**src/source/core_pkg.sv**
```systemverilog
// Core shared definitions
package core_pkg;

    localparam int data_width = 32;
    localparam int reg_index_width = 5;

    // --------------------------------------------------
    // encodings
    // --------------------------------------------------

    // major opcodes; opc_other stands in for anything unsupported
    typedef enum logic [6:0] {
        opc_op     = 7'b0110011,
        opc_op_imm = 7'b0010011,
        opc_load   = 7'b0000011,
        opc_store  = 7'b0100011,
        opc_branch = 7'b1100011,
        opc_jal    = 7'b1101111,
        opc_other  = 7'b1111111
    } opcode_e;

    typedef enum logic [2:0] {
        alu_add,
        alu_sub,
        alu_and,
        alu_or,
        alu_xor,
        alu_slt
    } alu_op_e;

    typedef enum logic [1:0] {
        br_none,
        br_beq,
        br_bne,
        br_jump
    } branch_e;

    // write-back source
    typedef enum logic [1:0] {
        wb_none,
        wb_alu,
        wb_mem,
        wb_pc_plus4
    } wb_sel_e;

    // --------------------------------------------------
    // stage payloads
    // --------------------------------------------------

    typedef struct packed {
        logic [data_width-1:0] pc;
        logic [data_width-1:0] instr;
    } fetch_t;

    typedef struct packed {
        logic [data_width-1:0]      pc;
        logic [data_width-1:0]      rs1_value;
        logic [data_width-1:0]      rs2_value;
        logic [data_width-1:0]      imm;
        logic [reg_index_width-1:0] rd;
        alu_op_e                    alu_op;
        logic                       use_imm;
        branch_e                    branch;
        logic                       load;
        logic                       store;
        wb_sel_e                    wb_sel;
    } decoded_t;

    typedef struct packed {
        logic [data_width-1:0]      pc;
        logic [data_width-1:0]      result;
        logic [data_width-1:0]      store_data;
        logic [reg_index_width-1:0] rd;
        logic                       taken;
        logic [data_width-1:0]      target;
        logic                       load;
        logic                       store;
        wb_sel_e                    wb_sel;
    } executed_t;

    typedef struct packed {
        logic [data_width-1:0] addr;
        logic                  write;
        logic [data_width-1:0] wdata;
    } dmem_req_t;

endpackage

```
**src/source/fetch_stage.sv**
```systemverilog
// Instruction fetch
module fetch_stage #(
    parameter int addr_width = 17
) (
    input  logic                            clk,
    input  logic                            rst,
    input  logic                            retire,
    input  logic [core_pkg::data_width-1:0] next_pc,
    output logic                            imem_req,
    output logic [addr_width-1:0]           imem_addr,
    input  logic                            imem_valid,
    input  logic [core_pkg::data_width-1:0] imem_rdata,
    output logic                            out_valid,
    output core_pkg::fetch_t                out
);
    import core_pkg::*;

    logic [data_width-1:0] pc;
    // first fetch after reset
    logic boot;

    assign imem_addr = pc[addr_width-1:0];

    always_ff @(posedge clk) begin
        if (!rst) begin
            pc        <= '0;
            imem_req  <= 1'b0;
            boot      <= 1'b1;
            out_valid <= 1'b0;
        end else begin
            boot      <= 1'b0;
            out_valid <= imem_req && imem_valid;
            if (retire) begin
                pc <= next_pc;
            end
            if (boot || retire) begin
                imem_req <= 1'b1;
            end else if (imem_valid) begin
                imem_req <= 1'b0;
            end
        end
    end

    always_ff @(posedge clk) begin
        if (imem_req && imem_valid) begin
            out.pc    <= pc;
            out.instr <= imem_rdata;
        end
    end

    // memory answers only a pending request
    a_valid_needs_req: assert property (@(posedge clk) disable iff (!rst)
        imem_valid |-> imem_req);

    // one instruction in flight, so nothing retires while fetching
    a_no_retire_in_fetch: assert property (@(posedge clk) disable iff (!rst)
        retire |-> !imem_req);

endmodule

```
**src/source/decode_stage.sv**
```systemverilog
// Instruction decode
module decode_stage (
    input  logic                                 clk,
    input  logic                                 rst,
    input  logic                                 in_valid,
    input  core_pkg::fetch_t                     in,
    output logic [core_pkg::reg_index_width-1:0] rs1_index,
    output logic [core_pkg::reg_index_width-1:0] rs2_index,
    input  logic [core_pkg::data_width-1:0]      rs1_data,
    input  logic [core_pkg::data_width-1:0]      rs2_data,
    output logic                                 out_valid,
    output core_pkg::decoded_t                   out
);
    import core_pkg::*;

    logic [data_width-1:0] instr;
    logic [2:0] funct3;
    opcode_e opcode;
    decoded_t dec;

    // --------------------------------------------------
    // field extraction
    // --------------------------------------------------
    assign instr     = in.instr;
    assign funct3    = instr[14:12];
    assign rs1_index = instr[19:15];
    assign rs2_index = instr[24:20];

    always_comb begin
        case (instr[6:0])
            opc_op, opc_op_imm, opc_load, opc_store, opc_branch, opc_jal: begin
                opcode = opcode_e'(instr[6:0]);
            end
            default: opcode = opc_other;
        endcase
    end

    // --------------------------------------------------
    // control and immediate
    // --------------------------------------------------
    always_comb begin
        dec           = '0;
        dec.pc        = in.pc;
        dec.rs1_value = rs1_data;
        dec.rs2_value = rs2_data;
        dec.rd        = instr[11:7];
        dec.alu_op    = alu_add;
        dec.branch    = br_none;
        dec.wb_sel    = wb_none;
        case (opcode)
            opc_op: begin
                dec.wb_sel = wb_alu;
                case (funct3)
                    3'b000:  dec.alu_op = instr[30] ? alu_sub : alu_add;
                    3'b111:  dec.alu_op = alu_and;
                    3'b110:  dec.alu_op = alu_or;
                    3'b100:  dec.alu_op = alu_xor;
                    3'b010:  dec.alu_op = alu_slt;
                    default: dec.wb_sel = wb_none;
                endcase
            end
            opc_op_imm: begin
                // only addi, the rest retire as no-ops
                dec.imm     = {{20{instr[31]}}, instr[31:20]};
                dec.use_imm = 1'b1;
                dec.wb_sel  = (funct3 == 3'b000) ? wb_alu : wb_none;
            end
            opc_load: begin
                dec.imm     = {{20{instr[31]}}, instr[31:20]};
                dec.use_imm = 1'b1;
                dec.load    = 1'b1;
                dec.wb_sel  = wb_mem;
            end
            opc_store: begin
                dec.imm     = {{20{instr[31]}}, instr[31:25], instr[11:7]};
                dec.use_imm = 1'b1;
                dec.store   = 1'b1;
            end
            opc_branch: begin
                dec.imm = {{19{instr[31]}}, instr[31], instr[7], instr[30:25],
                           instr[11:8], 1'b0};
                if (funct3 == 3'b000) begin
                    dec.branch = br_beq;
                end else if (funct3 == 3'b001) begin
                    dec.branch = br_bne;
                end
            end
            opc_jal: begin
                dec.imm    = {{11{instr[31]}}, instr[31], instr[19:12], instr[20],
                              instr[30:21], 1'b0};
                dec.branch = br_jump;
                dec.wb_sel = wb_pc_plus4;
            end
            default: ;
        endcase
    end

    always_ff @(posedge clk) begin
        if (!rst) begin
            out_valid <= 1'b0;
        end else begin
            out_valid <= in_valid;
        end
    end

    always_ff @(posedge clk) begin
        if (in_valid) begin
            out <= dec;
        end
    end

endmodule

```
**src/source/register_file.sv**
```systemverilog
// General purpose register file
module register_file (
    input  logic                                 clk,
    input  logic                                 rst,
    input  logic [core_pkg::reg_index_width-1:0] rs1_index,
    input  logic [core_pkg::reg_index_width-1:0] rs2_index,
    output logic [core_pkg::data_width-1:0]      rs1_data,
    output logic [core_pkg::data_width-1:0]      rs2_data,
    input  logic                                 write_enable,
    input  logic [core_pkg::reg_index_width-1:0] rd_index,
    input  logic [core_pkg::data_width-1:0]      write_data
);
    import core_pkg::*;

    // x0 has no storage
    logic [data_width-1:0] regs [1:31];

    always_ff @(posedge clk) begin
        if (!rst) begin
            for (int i = 1; i < 32; i++) begin
                regs[i] <= '0;
            end
        end else if (write_enable && rd_index != '0) begin
            regs[rd_index] <= write_data;
        end
    end

    // combinational reads
    always_comb begin
        rs1_data = '0;
        rs2_data = '0;
        if (rs1_index != '0) begin
            rs1_data = regs[rs1_index];
        end
        if (rs2_index != '0) begin
            rs2_data = regs[rs2_index];
        end
    end

endmodule

```
**src/source/execute_stage.sv**
```systemverilog
// ALU and branch resolution
module execute_stage (
    input  logic                clk,
    input  logic                rst,
    input  logic                in_valid,
    input  core_pkg::decoded_t  in,
    output logic                out_valid,
    output core_pkg::executed_t out
);
    import core_pkg::*;

    logic [data_width-1:0] op_b;
    logic [data_width-1:0] result;
    logic taken;

    assign op_b = in.use_imm ? in.imm : in.rs2_value;

    // loads and stores ride on alu_add for the address
    always_comb begin
        case (in.alu_op)
            alu_add: result = in.rs1_value + op_b;
            alu_sub: result = in.rs1_value - op_b;
            alu_and: result = in.rs1_value & op_b;
            alu_or:  result = in.rs1_value | op_b;
            alu_xor: result = in.rs1_value ^ op_b;
            alu_slt: begin
                result = {{(data_width-1){1'b0}},
                          $signed(in.rs1_value) < $signed(op_b)};
            end
            default: result = '0;
        endcase
    end

    always_comb begin
        case (in.branch)
            br_beq:  taken = in.rs1_value == in.rs2_value;
            br_bne:  taken = in.rs1_value != in.rs2_value;
            br_jump: taken = 1'b1;
            default: taken = 1'b0;
        endcase
    end

    always_ff @(posedge clk) begin
        if (!rst) begin
            out_valid <= 1'b0;
        end else begin
            out_valid <= in_valid;
        end
    end

    always_ff @(posedge clk) begin
        if (in_valid) begin
            out.pc         <= in.pc;
            out.result     <= result;
            out.store_data <= in.rs2_value;
            out.rd         <= in.rd;
            out.taken      <= taken;
            out.target     <= in.pc + in.imm;
            out.load       <= in.load;
            out.store      <= in.store;
            out.wb_sel     <= in.wb_sel;
        end
    end

endmodule

```
**src/source/memory_writeback_stage.sv**
```systemverilog
// Memory access, write-back and retire
module memory_writeback_stage #(
    parameter int addr_width = 17
) (
    input  logic                                 clk,
    input  logic                                 rst,
    input  logic                                 in_valid,
    input  core_pkg::executed_t                  in,
    output logic                                 dmem_req,
    output core_pkg::dmem_req_t                  dmem_cmd,
    input  logic                                 dmem_done,
    input  logic [core_pkg::data_width-1:0]      dmem_rdata,
    output logic                                 write_enable,
    output logic [core_pkg::reg_index_width-1:0] rd_index,
    output logic [core_pkg::data_width-1:0]      write_data,
    output logic                                 retire,
    output logic [core_pkg::data_width-1:0]      next_pc
);
    import core_pkg::*;

    typedef enum logic {
        st_idle,
        st_wait
    } state_e;

    state_e state;
    logic mem_op;
    logic [data_width-1:0] pc_plus4;

    assign mem_op   = in.load || in.store;
    assign pc_plus4 = in.pc + 32'd4;

    // --------------------------------------------------
    // data request
    // --------------------------------------------------
    always_ff @(posedge clk) begin
        if (!rst) begin
            state    <= st_idle;
            dmem_req <= 1'b0;
        end else begin
            case (state)
                st_idle: begin
                    if (in_valid && mem_op) begin
                        state    <= st_wait;
                        dmem_req <= 1'b1;
                    end
                end
                st_wait: begin
                    if (dmem_done) begin
                        state    <= st_idle;
                        dmem_req <= 1'b0;
                    end
                end
                default: state <= st_idle;
            endcase
        end
    end

    always_ff @(posedge clk) begin
        if (state == st_idle && in_valid && mem_op) begin
            dmem_cmd.addr  <= {{(data_width-addr_width){1'b0}}, in.result[addr_width-1:0]};
            dmem_cmd.write <= in.store;
            dmem_cmd.wdata <= in.store_data;
        end
    end

    // --------------------------------------------------
    // write-back and retire
    // --------------------------------------------------
    // execute holds its payload until the next instruction, so in stays valid while waiting
    assign retire = (state == st_idle && in_valid && !mem_op) ||
                    (state == st_wait && dmem_done);
    assign write_enable = retire && in.wb_sel != wb_none;
    assign rd_index     = in.rd;
    assign next_pc      = in.taken ? in.target : pc_plus4;

    always_comb begin
        case (in.wb_sel)
            wb_alu:      write_data = in.result;
            wb_mem:      write_data = dmem_rdata;
            wb_pc_plus4: write_data = pc_plus4;
            default:     write_data = '0;
        endcase
    end

    // held request still matches the instruction waiting to retire
    a_req_stable: assert property (@(posedge clk) disable iff (!rst)
        state == st_wait |-> dmem_cmd.write == in.store &&
            dmem_cmd.wdata == in.store_data &&
            dmem_cmd.addr[addr_width-1:0] == in.result[addr_width-1:0]);

endmodule

```
**src/source/core_top.sv**
```systemverilog
// RV32I core top level
module core_top #(
    parameter int addr_width = 17
) (
    input  logic                            clk,
    input  logic                            rst,
    output logic                            imem_req,
    output logic [addr_width-1:0]           imem_addr,
    input  logic                            imem_valid,
    input  logic [core_pkg::data_width-1:0] imem_rdata,
    output logic                            dmem_req,
    output core_pkg::dmem_req_t             dmem_cmd,
    input  logic                            dmem_done,
    input  logic [core_pkg::data_width-1:0] dmem_rdata
);
    import core_pkg::*;

    logic fetch_valid;
    fetch_t fetch_out;
    logic decode_valid;
    decoded_t decode_out;
    logic exec_valid;
    executed_t exec_out;

    // register file ports
    logic [reg_index_width-1:0] rs1_index;
    logic [reg_index_width-1:0] rs2_index;
    logic [data_width-1:0] rs1_data;
    logic [data_width-1:0] rs2_data;
    logic rf_write_enable;
    logic [reg_index_width-1:0] rf_rd_index;
    logic [data_width-1:0] rf_write_data;

    // retire loop back to fetch
    logic retire;
    logic [data_width-1:0] next_pc;

    fetch_stage #(.addr_width(addr_width)) u_fetch (
        .clk(clk), .rst(rst), .retire(retire), .next_pc(next_pc),
        .imem_req(imem_req), .imem_addr(imem_addr),
        .imem_valid(imem_valid), .imem_rdata(imem_rdata),
        .out_valid(fetch_valid), .out(fetch_out)
    );

    decode_stage u_decode (
        .clk(clk), .rst(rst), .in_valid(fetch_valid), .in(fetch_out),
        .rs1_index(rs1_index), .rs2_index(rs2_index),
        .rs1_data(rs1_data), .rs2_data(rs2_data),
        .out_valid(decode_valid), .out(decode_out)
    );

    register_file u_regs (
        .clk(clk), .rst(rst),
        .rs1_index(rs1_index), .rs2_index(rs2_index),
        .rs1_data(rs1_data), .rs2_data(rs2_data),
        .write_enable(rf_write_enable), .rd_index(rf_rd_index),
        .write_data(rf_write_data)
    );

    execute_stage u_execute (
        .clk(clk), .rst(rst), .in_valid(decode_valid), .in(decode_out),
        .out_valid(exec_valid), .out(exec_out)
    );

    memory_writeback_stage #(.addr_width(addr_width)) u_memwb (
        .clk(clk), .rst(rst), .in_valid(exec_valid), .in(exec_out),
        .dmem_req(dmem_req), .dmem_cmd(dmem_cmd),
        .dmem_done(dmem_done), .dmem_rdata(dmem_rdata),
        .write_enable(rf_write_enable), .rd_index(rf_rd_index),
        .write_data(rf_write_data), .retire(retire), .next_pc(next_pc)
    );

endmodule

```
**config.mk**
```make
export PLATFORM = sky130hd
export DESIGN_NAME = core_top
export DESIGN_NICKNAME = d
export VERILOG_FILES = /design/src/source/core_pkg.sv /design/src/source/fetch_stage.sv /design/src/source/decode_stage.sv /design/src/source/register_file.sv /design/src/source/execute_stage.sv /design/src/source/memory_writeback_stage.sv /design/src/source/core_top.sv
export SDC_FILE = /design/constraint.sdc
export NUM_CORES = 2
export LEC_CHECK = 0
export BUFFER_PORTS_ARGS = -buffer_cell sky130_fd_sc_hd__buf_4
export CAP_MARGIN = 10
export CELL_PAD_IN_SITES_DETAIL_PLACEMENT = 1
export CELL_PAD_IN_SITES_GLOBAL_PLACEMENT = 2
export CORE_MARGIN = 2
export CORE_UTILIZATION = 46
export DETAILED_ROUTE_END_ITERATION = 8
export GPL_TIMING_DRIVEN = 1
export HOLD_SLACK_MARGIN = 0.08
export PLACE_DENSITY = 0.79
export RECOVER_POWER = 50
export SETUP_SLACK_MARGIN = 0.4
export SLEW_MARGIN = 20
export SYNTH_ARGS = -nofsm -noshare
export SYNTH_HDL_FRONTEND = slang
export SYNTH_SLANG_ARGS = --single-unit
```
**constraint.sdc**
```tcl
create_clock -name clk -period 5.4 [get_ports clk]
set_input_delay 0.81 -clock clk [delete_from_list [all_inputs] [get_ports clk]]
set_output_delay 0.81 -clock clk [all_outputs]
set_load 0.05 [all_outputs]
```
==> flow_summary.toml <==
[outcome]
status = "finished, violations left"
violations = "max-capacitance violations, max-slew violations"

[cts]
cts_setup_buffers = 0
clockBufferDepth = 3
ctsResizeCount = 0
h-tree-depth = 4
clk_pin_slew_ps = 60
worstSkewPairLatency_ps = 810
cts_made_buffers = 163
cts_num_sinks = 1447
cts_root_buf = "clkbuf_16"
holdBufCountCts = 0
cts_tree = "done"

[placed_design]
io_buffers = 136
gp_congestion = 0.8983
dpl-instance-area_um2 = 77530
post-dp-hpwl_um = 163100
dp_slack_ps = 1105

[logic_synthesis]
synthMuxAreaShare_pct = 20.86
synth_xor_xnor_area_share_pct = 1.389
synth_cell_types = 83
ys_warn_count = 0
yosys-top-cells-area = "edfxtp_1 57%, mux4_2 20%, nor2_1 6.2%"
synth_area_um2 = 73800
ys_async_sr_fraction_pct = 0
synth_compound_area_share_pct = 4.651
synth-adder-area-share_pct = 2.353
avgSynthCellArea_um2 = 14.08
synth-simple-area-share_pct = 9.011
syn_inst = 5240
ys_ff_latch = 1447
yosys.area.top_type_share_pct = 57.29
synth-edff-count = 1408
yosys.area.top_type = "edfxtp_1"
ys.flop_type = "edfxtp_1"
synth_top_family_by_area = "multiplexers"
ys_seq_area_share_pct = 58.35

[layout]
drive_gt1_share_pct = 21.91
syn_to_final_growth_pct = 11.30
post-route-util_pct = 51.68
final_cell_area_um2 = 82140
nNetsFinal = 5474

[worst_setup_path]
crit_type = "input pin to flop"
r2r_setup_slack_ps = 650
cp_max_fo = 35
reg2reg_from = "u_decode.out_valid"
end_kind = "flop"
r2r_end = "u_execute.out[105]"
critPathLaunchType = "input pin"
critical_path_arrival_ps = 5020
rr_worst_depth = 1
crit_start = "rst"
required_ps = 5650

[timing]
post-route-period-util_pct = 88.32
rsz0062_at_grt = "false"
slew_violations = 623
worst_pin_slew_ps = 3412
max_freq_mhz = 209.7
final-hold-violation-count = 0
tns_ps = 0
worst_hold_slack_ps = 200.6
fin_skew_ps = 36.70
fin_crit_ps = 4769
slew_headroom_pct = -127.4
setup_ws_ps = 631.0
finalSetupViolations = 0

[route]
wl_per_cell_um = 34.13
ant_nets = 0
dr_wl_met2_um = 124800
drt_iter0_drc = 5966
dr_total_vias = 48350
dr.pass1.iters = 5
drt-vias-per-instance = 6.470
m1WireLength_um = 97810
drt-total-wl_um = 255000
drc_errors = 0
top_layer_used = "met5"
dr_wl_met3_um = 20560

[floorplan]
rows = 146
initial_utilization_pct = 46.44
core_area_um2 = 158900
die_w_um = 404.5
fp.dieH_um = 404.5
dieArea_um2 = 163700
ios = 152

[global_route]
grt_usage_pct = 31.29
antenna_found_initial = 8
grt_pass1_wl_um = 364100
overflow = 0
first_global_vias = 50190
grt_max_degree = 106

[job]
maxCapViolations = 15

[power]
power_density_nw_per_um2 = 313.6
ir_worst_vdd_mv = 0.3896
power_leakage_nw = 29.26

[worst_hold_path]
min-delay-start = "imem_rdata[0]"
hold_depth = 1
whs_endpoint = "u_fetch.out[0]"
min_path_type = "input pin to flop"
==> per-stage QoR <==
step,power (mW),cells
detailed placement,15.08,7176
global route,26.40,7471
global placement,15.02,7176
floorplan,14.25,5286
CTS,25.88,7471
finish,25.75,7472
==> cells in the mapped netlist (15+ instances only) <==
cell type,count
a21o_1,36
a21oi_1,191
a22oi_1,37
and2_1,17
buf_1,59
buf_2,22
buf_4,35
clkbuf_1,357
dfxtp_1,39
edfxtp_1,1408
ha_1,134
inv_1,146
mux2i_1,91
mux4_2,640
nand2_1,233
nand2b_1,15
nand3_1,28
nand4_1,21
nor2_1,1214
nor2b_1,19
nor3_1,32
nor4_1,22
o21ai_0,100
xnor2_1,58
xor2_1,59
==> report_power, final <==
| group | switching (mW) | internal [mW] | total [mW] |
|---|---|---|---|
| registers | 0.209 | 12.6 | 12.8 |
| clock network | 4.78 | 6.11 | 10.9 |
| logic | 1.23 | 0.789 | 2.02 |
==> state kept, by name (all words and copies together) (netlist names) <==
name / flops
u_decode.out: 132
u_memwb.dmem_cmd: 50
u_memwb.dmem_req: 1
u_fetch.out_valid: 1
u_execute.out: 138
u_fetch.boot: 1
u_fetch.imem_req: 1
u_fetch.out: 64
u_decode.out_valid: 1
u_memwb.state: 1
u_regs.regs: 1024
u_fetch.pc: 32
u_execute.out_valid: 1
==> layer usage <==
layer	global-route usage (%)	vias to the layer above
li1	-	19790
met1	41.22	25480
met2	51.64	2487
met3	5.116	579
met4	13.31	4
met5	0	-
==> cells in the final DEF (no fill, tap or decap), types with 32 or more instances in the layout <==
cell and n:
edfxtp_1 1408, nor2_1 1210, mux4_2 640, nand2_1 192, a21oi_1 191, clkbuf_16 164, inv_1 147, buf_4 139
ha_1 134, clkbuf_1 120, o21ai_0 100, mux2i_1 91, xor2_1 59, xnor2_1 58, conb_1 47, nand2_2 41
dfxtp_1 39, a21o_1 36, nor3_1 32, clkinv_1 32, clkbuf_4 32
==> logic make-up (layout without fill, tap and decap cells) <==
group | count (synthesis) | in the layout
and+or+nand+nor | 1644 | 1644
DFF | 1447 | 1447
muxes | 737 | 737
buffers and inverters | 621 | 734
xor gates and xnor gates | 117 | 117
adders and majority gates | 137 | 137
other | 1 | 48
AOI/OAI and AO/OA | 536 | 536
==> final cells by class <==
cell class,instances,area [µm²]
Fill cell,15350,76790
Sequential cell,1447,43060
Multi-Input combinational cell,3218,28700
Clock buffer,207,4315
Tap cell,2072,2592
Timing Repair Buffer,292,2117
Clock inverter,88,794.5
Inverter,147,551.8
Antenna cell,1,2.502
==> how the worst max path moves through the flow <==
stage	endpoint	slack [ps]	depth (start not counted)
finish	u_regs.regs[12][25]	630	4
global placement	u_execute.out[105]	1160	12
CTS	u_execute.out[105]	1060	12
detailed placement	u_execute.out[74]	1100	14
floorplan	u_execute.out[0]	1590	0
global route	u_execute.out[105]	360	1
==> critical path: stages <==
cell and delay [ps]:
clkbuf_1 130, clkbuf_1 1730, nand2_1 1260, clkbuf_1 990
No activity file was read; power rests on OpenSTA's default activity.
